[src/source/cpuControlPkg.sv]
// CPU control package
// Opcodes, ALU codes, phases and the datapath control word
package cpuControlPkg;

    // Instruction opcodes kept from the full instruction set
    typedef enum logic [4:0] {
        opLd   = 5'b00000,
        opLdi  = 5'b00001,
        opSt   = 5'b00010,
        opAdd  = 5'b00011,
        opSub  = 5'b00100,
        opAnd  = 5'b00101,
        opOr   = 5'b00110,
        opShr  = 5'b00111,
        opShl  = 5'b01001,
        opAddi = 5'b01100,
        opAndi = 5'b01101,
        opOri  = 5'b01110,
        opNop  = 5'b11010,
        opHalt = 5'b11011
    } opcode_t;

    typedef enum logic [4:0] {
        aluNop = 5'd0,
        aluAdd = 5'd1,
        aluSub = 5'd2,
        aluShr = 5'd5,
        aluShl = 5'd6,
        aluAnd = 5'd10,
        aluOr  = 5'd11
    } aluOp_t;

    typedef enum logic [2:0] {
        aluReg,
        aluImm,
        load,
        loadImm,
        store,
        nop,
        halt
    } instrClass_t;

    typedef enum logic [1:0] {
        resetPhase,
        haltPhase,
        fetchPhase,
        execPhase
    } phase_t;

    typedef logic [2:0] step_t;

    typedef struct packed {
        logic   read;
        logic   write;
        logic   baOut;
        logic   rIn;
        logic   rOut;
        logic   gra;
        logic   grb;
        logic   grc;
        logic   marIn;
        logic   mdrIn;
        logic   yIn;
        logic   zIn;
        logic   pcIn;
        logic   irIn;
        logic   incPc;
        logic   zLowOut;
        logic   mdrOut;
        logic   cOut;
        logic   pcOut;
        aluOp_t aluOp;
    } controlWord_t;

    localparam int FetchSteps = 3;

    // Execute steps per instruction class
    function automatic int execLength(instrClass_t instrClass);
        case (instrClass)
            aluReg, aluImm, loadImm: return 3;
            load, store:             return 5;
            default:                 return 0;
        endcase
    endfunction

endpackage
[src/source/cpuControl.sv]
// CPU control unit
// Steps the bus datapath through fetch and execute sequences
module cpuControl #(
    parameter int InstrWidth = 32
) (
    input  logic                        clk,
    input  logic                        reset,
    input  logic                        stop,
    input  logic [InstrWidth-1:0]       irData,
    output logic                        run,
    output logic                        clear,
    output cpuControlPkg::controlWord_t ctrl
);

    cpuControlPkg::instrClass_t instrClass;
    cpuControlPkg::aluOp_t      aluOp;
    cpuControlPkg::phase_t      phase;
    cpuControlPkg::step_t       step;
    logic                       advance;
    logic                       lastStep;

    opcodeDecoder #(
        .InstrWidth(InstrWidth)
    ) decoder (
        .irData    (irData),
        .instrClass(instrClass),
        .aluOp     (aluOp)
    );

    stepCounter counter (
        .clk       (clk),
        .reset     (reset),
        .phase     (phase),
        .instrClass(instrClass),
        .advance   (advance),
        .step      (step),
        .lastStep  (lastStep)
    );

    phaseSequencer sequencer (
        .clk       (clk),
        .reset     (reset),
        .stop      (stop),
        .instrClass(instrClass),
        .lastStep  (lastStep),
        .phase     (phase),
        .advance   (advance),
        .run       (run),
        .clear     (clear)
    );

    strobeEncoder encoder (
        .phase     (phase),
        .step      (step),
        .instrClass(instrClass),
        .aluOp     (aluOp),
        .ctrl      (ctrl)
    );

endmodule

[src/source/strobeEncoder.sv]
// Strobe encoder
// Datapath control word for each fetch and execute step
module strobeEncoder (
    input  cpuControlPkg::phase_t        phase,
    input  cpuControlPkg::step_t         step,
    input  cpuControlPkg::instrClass_t   instrClass,
    input  cpuControlPkg::aluOp_t        aluOp,
    output cpuControlPkg::controlWord_t  ctrl
);

    always_comb begin
        ctrl       = '0;
        ctrl.aluOp = cpuControlPkg::aluNop;
        case (phase)
            cpuControlPkg::fetchPhase: begin
                case (step)
                    3'd0: begin
                        ctrl.pcOut = 1'b1;
                        ctrl.marIn = 1'b1;
                        ctrl.zIn   = 1'b1;
                        ctrl.incPc = 1'b1;
                    end
                    3'd1: begin
                        ctrl.zLowOut = 1'b1;
                        ctrl.pcIn    = 1'b1;
                        ctrl.read    = 1'b1;
                        ctrl.mdrIn   = 1'b1;
                    end
                    3'd2: begin
                        ctrl.mdrOut = 1'b1;
                        ctrl.irIn   = 1'b1;
                    end
                    default: ;
                endcase
            end
            cpuControlPkg::execPhase: begin
                case (instrClass)
                    cpuControlPkg::aluReg, cpuControlPkg::aluImm: begin
                        case (step)
                            3'd0: begin
                                ctrl.grb  = 1'b1;
                                ctrl.rOut = 1'b1;
                                ctrl.yIn  = 1'b1;
                            end
                            3'd1: begin
                                ctrl.zIn   = 1'b1;
                                ctrl.aluOp = aluOp;
                                // Second operand from register C or the constant
                                if (instrClass == cpuControlPkg::aluReg) begin
                                    ctrl.grc  = 1'b1;
                                    ctrl.rOut = 1'b1;
                                end else begin
                                    ctrl.cOut = 1'b1;
                                end
                            end
                            3'd2: begin
                                ctrl.zLowOut = 1'b1;
                                ctrl.gra     = 1'b1;
                                ctrl.rIn     = 1'b1;
                            end
                            default: ;
                        endcase
                    end
                    cpuControlPkg::load, cpuControlPkg::loadImm, cpuControlPkg::store: begin
                        case (step)
                            3'd0: begin
                                ctrl.grb   = 1'b1;
                                ctrl.baOut = 1'b1;
                                ctrl.yIn   = 1'b1;
                            end
                            3'd1: begin
                                ctrl.zIn   = 1'b1;
                                ctrl.cOut  = 1'b1;
                                ctrl.aluOp = cpuControlPkg::aluAdd;
                            end
                            3'd2: begin
                                ctrl.zLowOut = 1'b1;
                                if (instrClass == cpuControlPkg::loadImm) begin
                                    ctrl.gra = 1'b1;
                                    ctrl.rIn = 1'b1;
                                end else begin
                                    ctrl.marIn = 1'b1;
                                end
                            end
                            3'd3: begin
                                ctrl.mdrIn = 1'b1;
                                if (instrClass == cpuControlPkg::store) begin
                                    ctrl.write = 1'b1;
                                    ctrl.gra   = 1'b1;
                                    ctrl.rOut  = 1'b1;
                                end else begin
                                    ctrl.read = 1'b1;
                                end
                            end
                            3'd4: begin
                                // Store ends on an idle step
                                if (instrClass == cpuControlPkg::load) begin
                                    ctrl.mdrOut = 1'b1;
                                    ctrl.gra    = 1'b1;
                                    ctrl.rIn    = 1'b1;
                                end
                            end
                            default: ;
                        endcase
                    end
                    default: ;
                endcase
            end
            default: ;
        endcase
    end

    always_comb begin
        assert final (!(ctrl.read && ctrl.write))
            else $error("read and write strobes both high");
        assert final (!(ctrl.rIn && ctrl.rOut))
            else $error("register file driven and loaded at once");
    end

endmodule

[src/source/phaseSequencer.sv]
// Phase sequencer
// FSM over reset, halt, fetch and execute with stop/resume and the halt latch
module phaseSequencer (
    input  logic                       clk,
    input  logic                       reset,
    input  logic                       stop,
    input  cpuControlPkg::instrClass_t instrClass,
    input  logic                       lastStep,
    output cpuControlPkg::phase_t      phase,
    output logic                       advance,
    output logic                       run,
    output logic                       clear
);

    cpuControlPkg::phase_t savedPhase;
    logic                  haltLatch;

    assign advance = !stop && (phase == cpuControlPkg::fetchPhase ||
                               phase == cpuControlPkg::execPhase);
    assign run     = (phase != cpuControlPkg::haltPhase);
    assign clear   = (phase == cpuControlPkg::resetPhase);

    always_ff @(posedge clk or posedge reset) begin
        if (reset) begin
            phase      <= cpuControlPkg::resetPhase;
            savedPhase <= cpuControlPkg::fetchPhase;
            haltLatch  <= 1'b0;
        end else if (stop) begin
            // Freeze and remember where we were
            haltLatch <= 1'b0;
            if (phase == cpuControlPkg::fetchPhase || phase == cpuControlPkg::execPhase) begin
                savedPhase <= phase;
            end
            phase <= cpuControlPkg::haltPhase;
        end else begin
            case (phase)
                cpuControlPkg::resetPhase: begin
                    phase <= cpuControlPkg::haltPhase;
                end
                cpuControlPkg::haltPhase: begin
                    if (!haltLatch) begin
                        phase <= savedPhase;
                    end
                end
                cpuControlPkg::fetchPhase: begin
                    if (lastStep) begin
                        if (instrClass == cpuControlPkg::halt) begin
                            phase      <= cpuControlPkg::haltPhase;
                            savedPhase <= cpuControlPkg::fetchPhase;
                            haltLatch  <= 1'b1;
                        end else if (cpuControlPkg::execLength(instrClass) != 0) begin
                            phase <= cpuControlPkg::execPhase;
                        end
                        // nop simply fetches again
                    end
                end
                default: begin
                    if (lastStep) begin
                        phase <= cpuControlPkg::fetchPhase;
                    end
                end
            endcase
        end
    end

    stopHaltsRun: assert property (
        @(posedge clk) disable iff (reset)
        stop |=> (phase == cpuControlPkg::haltPhase) && !run
    ) else $error("controller still running after stop");

    clearOnlyAfterReset: assert property (
        @(posedge clk) disable iff (reset)
        clear |=> !clear && (phase == cpuControlPkg::haltPhase)
    ) else $error("clear held past the reset phase");

endmodule

[src/source/stepCounter.sv]
// Step counter
// Tracks the step inside the current phase and flags the last one
module stepCounter (
    input  logic                       clk,
    input  logic                       reset,
    input  cpuControlPkg::phase_t      phase,
    input  cpuControlPkg::instrClass_t instrClass,
    input  logic                       advance,
    output cpuControlPkg::step_t       step,
    output logic                       lastStep
);

    always_comb begin
        case (phase)
            cpuControlPkg::fetchPhase:
                lastStep = (step == cpuControlPkg::FetchSteps - 1);
            cpuControlPkg::execPhase:
                lastStep = (step == cpuControlPkg::execLength(instrClass) - 1);
            default:
                lastStep = 1'b0;
        endcase
    end

    // Held while advance is low so a stopped sequence picks up where it left off
    always_ff @(posedge clk or posedge reset) begin
        if (reset) begin
            step <= '0;
        end else if (advance) begin
            step <= lastStep ? '0 : step + 1'b1;
        end
    end

    execStepInRange: assert property (
        @(posedge clk) disable iff (reset)
        (phase == cpuControlPkg::execPhase) |->
            (step < cpuControlPkg::execLength(instrClass))
    ) else $error("execute step %0d beyond instruction length", step);

endmodule

[src/source/opcodeDecoder.sv]
// Opcode decoder
// Turns the opcode field of the instruction into a class and an ALU operation
module opcodeDecoder #(
    parameter int InstrWidth = 32
) (
    input  logic [InstrWidth-1:0]      irData,
    output cpuControlPkg::instrClass_t instrClass,
    output cpuControlPkg::aluOp_t      aluOp
);

    logic [4:0] opcode;

    assign opcode = irData[InstrWidth-1 -: 5];

    always_comb begin
        instrClass = cpuControlPkg::nop;
        aluOp      = cpuControlPkg::aluNop;
        case (opcode)
            cpuControlPkg::opAdd: begin
                instrClass = cpuControlPkg::aluReg;
                aluOp      = cpuControlPkg::aluAdd;
            end
            cpuControlPkg::opSub: begin
                instrClass = cpuControlPkg::aluReg;
                aluOp      = cpuControlPkg::aluSub;
            end
            cpuControlPkg::opAnd: begin
                instrClass = cpuControlPkg::aluReg;
                aluOp      = cpuControlPkg::aluAnd;
            end
            cpuControlPkg::opOr: begin
                instrClass = cpuControlPkg::aluReg;
                aluOp      = cpuControlPkg::aluOr;
            end
            cpuControlPkg::opShl: begin
                instrClass = cpuControlPkg::aluReg;
                aluOp      = cpuControlPkg::aluShl;
            end
            cpuControlPkg::opShr: begin
                instrClass = cpuControlPkg::aluReg;
                aluOp      = cpuControlPkg::aluShr;
            end
            cpuControlPkg::opAddi: begin
                instrClass = cpuControlPkg::aluImm;
                aluOp      = cpuControlPkg::aluAdd;
            end
            cpuControlPkg::opAndi: begin
                instrClass = cpuControlPkg::aluImm;
                aluOp      = cpuControlPkg::aluAnd;
            end
            cpuControlPkg::opOri: begin
                instrClass = cpuControlPkg::aluImm;
                aluOp      = cpuControlPkg::aluOr;
            end
            // Address is base plus constant
            cpuControlPkg::opLd: begin
                instrClass = cpuControlPkg::load;
                aluOp      = cpuControlPkg::aluAdd;
            end
            cpuControlPkg::opLdi: begin
                instrClass = cpuControlPkg::loadImm;
                aluOp      = cpuControlPkg::aluAdd;
            end
            cpuControlPkg::opSt: begin
                instrClass = cpuControlPkg::store;
                aluOp      = cpuControlPkg::aluAdd;
            end
            cpuControlPkg::opHalt: instrClass = cpuControlPkg::halt;
            // Unsupported opcodes fall through as nop
            default:               instrClass = cpuControlPkg::nop;
        endcase
    end

endmodule

[config.mk]
export PLATFORM = sky130hd
export DESIGN_NAME = cpuControl
export DESIGN_NICKNAME = d
export VERILOG_FILES = /design/src/source/cpuControlPkg.sv /design/src/source/cpuControl.sv /design/src/source/strobeEncoder.sv /design/src/source/phaseSequencer.sv /design/src/source/stepCounter.sv /design/src/source/opcodeDecoder.sv
export SDC_FILE = /design/constraint.sdc
export NUM_CORES = 1
export LEC_CHECK = 0
export BUFFER_PORTS_ARGS = -buffer_cell sky130_fd_sc_hd__buf_4
export CAP_MARGIN = 30
export CORE_MARGIN = 4
export CORE_UTILIZATION = 25
export DETAILED_ROUTE_END_ITERATION = 10
export HOLD_SLACK_MARGIN = 0.05
export PLACE_DENSITY = 0.52
export RECOVER_POWER = 100
export REMOVE_ABC_BUFFERS = 1
export SYNTH_ARGS = -nofsm -noshare
export SYNTH_HDL_FRONTEND = slang
export SYNTH_HIERARCHICAL = 1
export SYNTH_SLANG_ARGS = --single-unit
export TNS_END_PERCENT = 20
[constraint.sdc]
create_clock -name clk -period 8.4 [get_ports clk]
set_clock_uncertainty 0.1 [all_clocks]
set_input_delay 2.1 -clock clk [delete_from_list [all_inputs] [get_ports clk]]
set_output_delay 2.1 -clock clk [all_outputs]
set_load 0.02 [all_outputs]
# == Word-level counts from Yosys, hierarchy flattened ==
# Cells that the tools add are included.
# totals
ff_bits,8
out_inout_bits,26
wordCells,129
# op_classes
add_sub_neg,2
eq_ne,30
mux,68
reduce_logical,25
# op_table
cell,n
$mux 32,5
$eq 3x32->1,1
$reduce_bool 32->1,1
$sub 32x1->32 const B,1
$mux 2,15
$mux 1,27
$pmux 4 s6,1
$eq 5x3->1 const B,4
$eq 5x4->1 const B,4
$pmux 3 s6,1
$eq 3x2->1 const B,4
$pmux 1 s2,6
$eq 5x2->1 const B,2
$pmux 5 s2,1
$reduce_or 5->1,2
$eq 3x3->1 const B,3
$mux 3,3
$reduce_or 3->1,3
$pmux 2 s2,2
$pmux 4 s2,1
$reduce_and 4->1,2
$reduce_or 2->1,4
$mux 7,1
$eq 3x1->1 const B,2
24 further kinds,29

# == Longest topological paths before layout ==
# depth
depth_word,19
mapped_depth,10
mapped_depth_nobuf,9

# == Hierarchy ==
# The synthesis kept the hierarchy.
# by_module_without_submodules
mod,n_inst,cells_each,area_each_um2,seq_area_each_um2
strobeEncoder,1,65,397.9,0.0
phaseSequencer,1,28,272.8,126.4
opcodeDecoder,1,30,200.2,0.0
stepCounter,1,23,200.2,75.1

# == Worst setup path after synthesis ==
# OpenSTA, ideal clock, no wires.
# synth_path
path_kind,input port to output port
from,input irData[30]
to,output ctrl[20] (netlist bit)
arrival_ps,4089
required_ps,6200
setup_slack_ps,2111
cell_stages,7
path_buffers,2
path_cell_list,buf_2 > or3_1 > a21oi_1 > buf_2 > nor4bb_1 > a21oi_1 > nor4_1
# synth_lines
element,line_no,text
start: declaration,cpuControl.sv:9,"input logic [InstrWidth-1:0] irData,"
end: declaration,cpuControl.sv:12,output cpuControlPkg::controlWord_t ctrl

==> impl_summary.txt <==
----------------------------------------------------
[Outcome]
  Status ... complete, no violations

[Floorplan]
  Full die area ... 5400 sq um
  Number of placement rows ... 23
  Top-level I/O count ... 61
  Initial core utilization ... 0.264
  Y dimension of the die ... 73.5 microns
  Die W ... 73.5 microns
  Floorplan core area ... 4060 sq um

[Yosys]
  Number of enable-type register cells in the synthesized netlist ... 0
  Sequential-to-total area share from yosys stat ... 0.188
  Library cells used by synthesis ... 53
  Post-synth design cell area ... 1070 sq um
  Library cell with the highest instance count after synthesis ... nor2_1
  Register bit count reported by yosys ... 8
  Count of yosys warnings during synthesis ... 6
  Cell taking the most area after synthesis ... dfrtp_1
  Yosys top cell area share ... 0.164
  Post-synthesis average cell area ... 7.34 sq um
  Synth Instances ... 146
  Share of async-settable or async-resettable flops after synthesis ... 1.00
  Most instantiated cells after synthesis ... 18 x nor2_1, 11 x a21oi_1, 7 x dfrtp_1, 7 x inv_1, 7 x nand2b_1
  Largest cells by area after synthesis ... dfrtp_1 16%, nor2_1 6.3%, a21oi_1 5.1%
  Most frequently used flop master after synthesis ... dfrtp_1

[Clock tree]
  TritonCTS clock tree ... built
  TritonCTS sink count ... 8
  PostCTS Resize Cnt ... 0
  Count of H-tree levels built during CTS ... 1
  Hold-fix buffer count after cts ... 0
  Number of post-CTS setup repair buffers ... 0
  Max clock buf depth ... 2
  Clock tree root driver cell ... clkbuf_8
  TritonCTS Buffers ... 3
  Reg clk slew, reported paths ... 40 ps
  Latest clock arrival within the worst-skew pair ... 230 ps

[Placement]
  Count of input and output buffers ... 32
  Cell count after placement ... 217
  Final Wtd Congestion ... 0.846
  Worst setup timing slack at the placement stage ... 2160 ps
  HPWL after DPL ... 2100 microns

[Power and ir drop]
  Power per cell area ... 186 nW/um^2
  Leakage power ... 0.498 nW
  Final Total Pwr ... 233 uW
  Maximum ir drop on the vdd rail ... 0.0416 mV

[STA]
  Worst slew slack as a fraction of its limit ... 0.527
  Tmin final ... 6610 ps
  Count of final setup violators ... 0
  Final setup slack of the worst path ... 1790 ps
  Transition time at the pin with the least slew margin ... 707 ps
  Tcrit/Tclk final ... 0.787
  Total Neg Setup Slack ... 0 ps
  Maximum clock frequency ... 0.151 GHz
  Final max-slew violation count ... 0
  RSZ-0062 raised after global routing ... no
  Hold violation count in the final report ... 0

[Route]
  DRC viols ... 0
  Number of iterations in the first detailed-routing pass ... 4
  Total number of vias ... 1,121
  Total wirelength of the detailed-routed design ... 2780 microns
  Antenna Violating Nets Remaining ... 0
  Number of DRC markers after the initial detailed-route iteration ... 54
  Via density per instance ... 5.07
  Routed WL per cell ... 12.6 microns

[Global routing]
  Global-route wire length before repair ... 4570 microns
  Via count of the first global-routing pass ... 985
  Overall Global Routing Usage ... 0.102
  Global-route congestion overflow total ... 0
  Number of antenna violations at the first check in global routing ... 0
  Pin count of the biggest net entering global routing ... 18

[Critical path]
  Number of buffers and inverters on the critical path ... 3
  Critical Path Max Stage Delay ... 520 ps
  Required time of the worst setup path ... 6200 ps
  Setup crit start kind ... primary input
  Crit-path leading delay family ... buffers and inverters
  Cell repeated most along the worst path ... clkbuf_1
  Critical Path AT ... 4410 ps
  Critical path start-end classification ... primary input to output pin
  CP endpoint kind ... output pin
  Slowest stage cell, crit path ... clkbuf_1
  Critical path fanouts, max ... 16
  Worst-path cell chain ... clkbuf_1 -> nor2_1 -> o31ai_1 -> clkbuf_1 -> o21ai_0 -> and3b_1 -> and3_1 -> clkbuf_1

[Layout]
  Fraction of final layout cells with drive strength greater than 1 ... 0.105
  Area of the multi-input gates ... 748 sq um
  Antenna cell count ... 0
  Syn-to-layout area delta ... 16.9%
  Total Nets Final ... 208
  FF+latch area ... 201 sq um
  Final Instance Count excl. Fillers ... 221
  Filler instances ... 455

[Min path]
  Hold crit path type ... flop to flop

[Job]
  MaxCap Viol Count ... 0

----------------------------------------------------
[report_power, final]
group,leakage (nW),total (mW),internal (mW),switching [mW]
registers,0.0924,0.0819,0.0476,0.0344
logic,0.383,0.103,0.0441,0.0592
clock network,0.0228,0.0479,0.0329,0.0150
total,0.498,0.233,0.125,0.109
[through the flow]
stage	instance area [sq um]	hold slack, ps	utilization
floorplan	985	378	-
finish	1250	410	0.309
CTS	1350	417	0.332
global placement	1300	402	0.321
global route	1250	455	0.309
detailed placement	1300	407	0.321
[logic make-up (layout without fill, tap and decap cells)]
logic type	Yosys count	in the layout	synth area share
xor gates and xnor gates	5	5	0.0409
DFF	8	8	0.188
adders and majority gates	1	1	0.0117
buffers and inverters	20	45	0.105
other	1	1	0.00350
AOI/OAI and AO/OA	34	34	0.214
and+or+nand+nor	77	77	0.437
[cells in the final DEF (no fill, tap or decap), drive strengths merged, types with 3 or more instances in the layout]
cell,instances
clkbuf,28
nor2,18
a21oi,11
buf,10
nand2b,7
inv,7
dfrtp,7
nor3,6
nand2,6
and3,6
nor2b,6
o21ai,5
nor3b,5
xnor2,3
or3,3
a31oi,3
[cell type report]
class,instances,area share
tap,50,0.0500
inverter,7,0.0210
clock buffer,4,0.0360
sequential,8,0.161
multi-input combinational,118,0.597
timing repair buffer,34,0.135
[worst register-to-register path: cells and delay by family (launching register included)]
family	cells	cell delay [ps]
AND/OR/NAND/NOR	3	1010
flip-flops	1	610
AO/OA/AOI/OAI	2	290
[registers in the layout, indices dropped and copies added (netlist names)]
name / count
counter/step: 3
sequencer/savedPhase: 2
sequencer/haltLatch: 1
sequencer/phase: 2
[path summary, 6_finish.rpt]
| check | cells after the start | slack (ps) | startpoint | to |
|---|---|---|---|---|
| min in group asynchronous | 2 | 1650 | reset | counter/step[0] |
| hold / removal | 2 | 410 | sequencer/savedPhase[0] | sequencer/savedPhase[0] |
| setup / recovery | 8 | 1790 | irData[28] | ctrl[3] |
| setup reg to reg | 5 | 6270 | counter/step[2] | sequencer/phase[0] |
| max in group asynchronous | 2 | 6280 | reset | sequencer/savedPhase[1] |
| hold reg to reg | 2 | 410 | sequencer/savedPhase[0] | sequencer/savedPhase[0] |
[layer usage]
metal / part of all wire / global-route usage
met1: 0.49 / 0.150
met2: 0.44 / 0.154
met3: 0.068 / 0.0287
met4: 0 / 0.00604
met5: 0 / 0
Power figures use the tool's default switching activity.
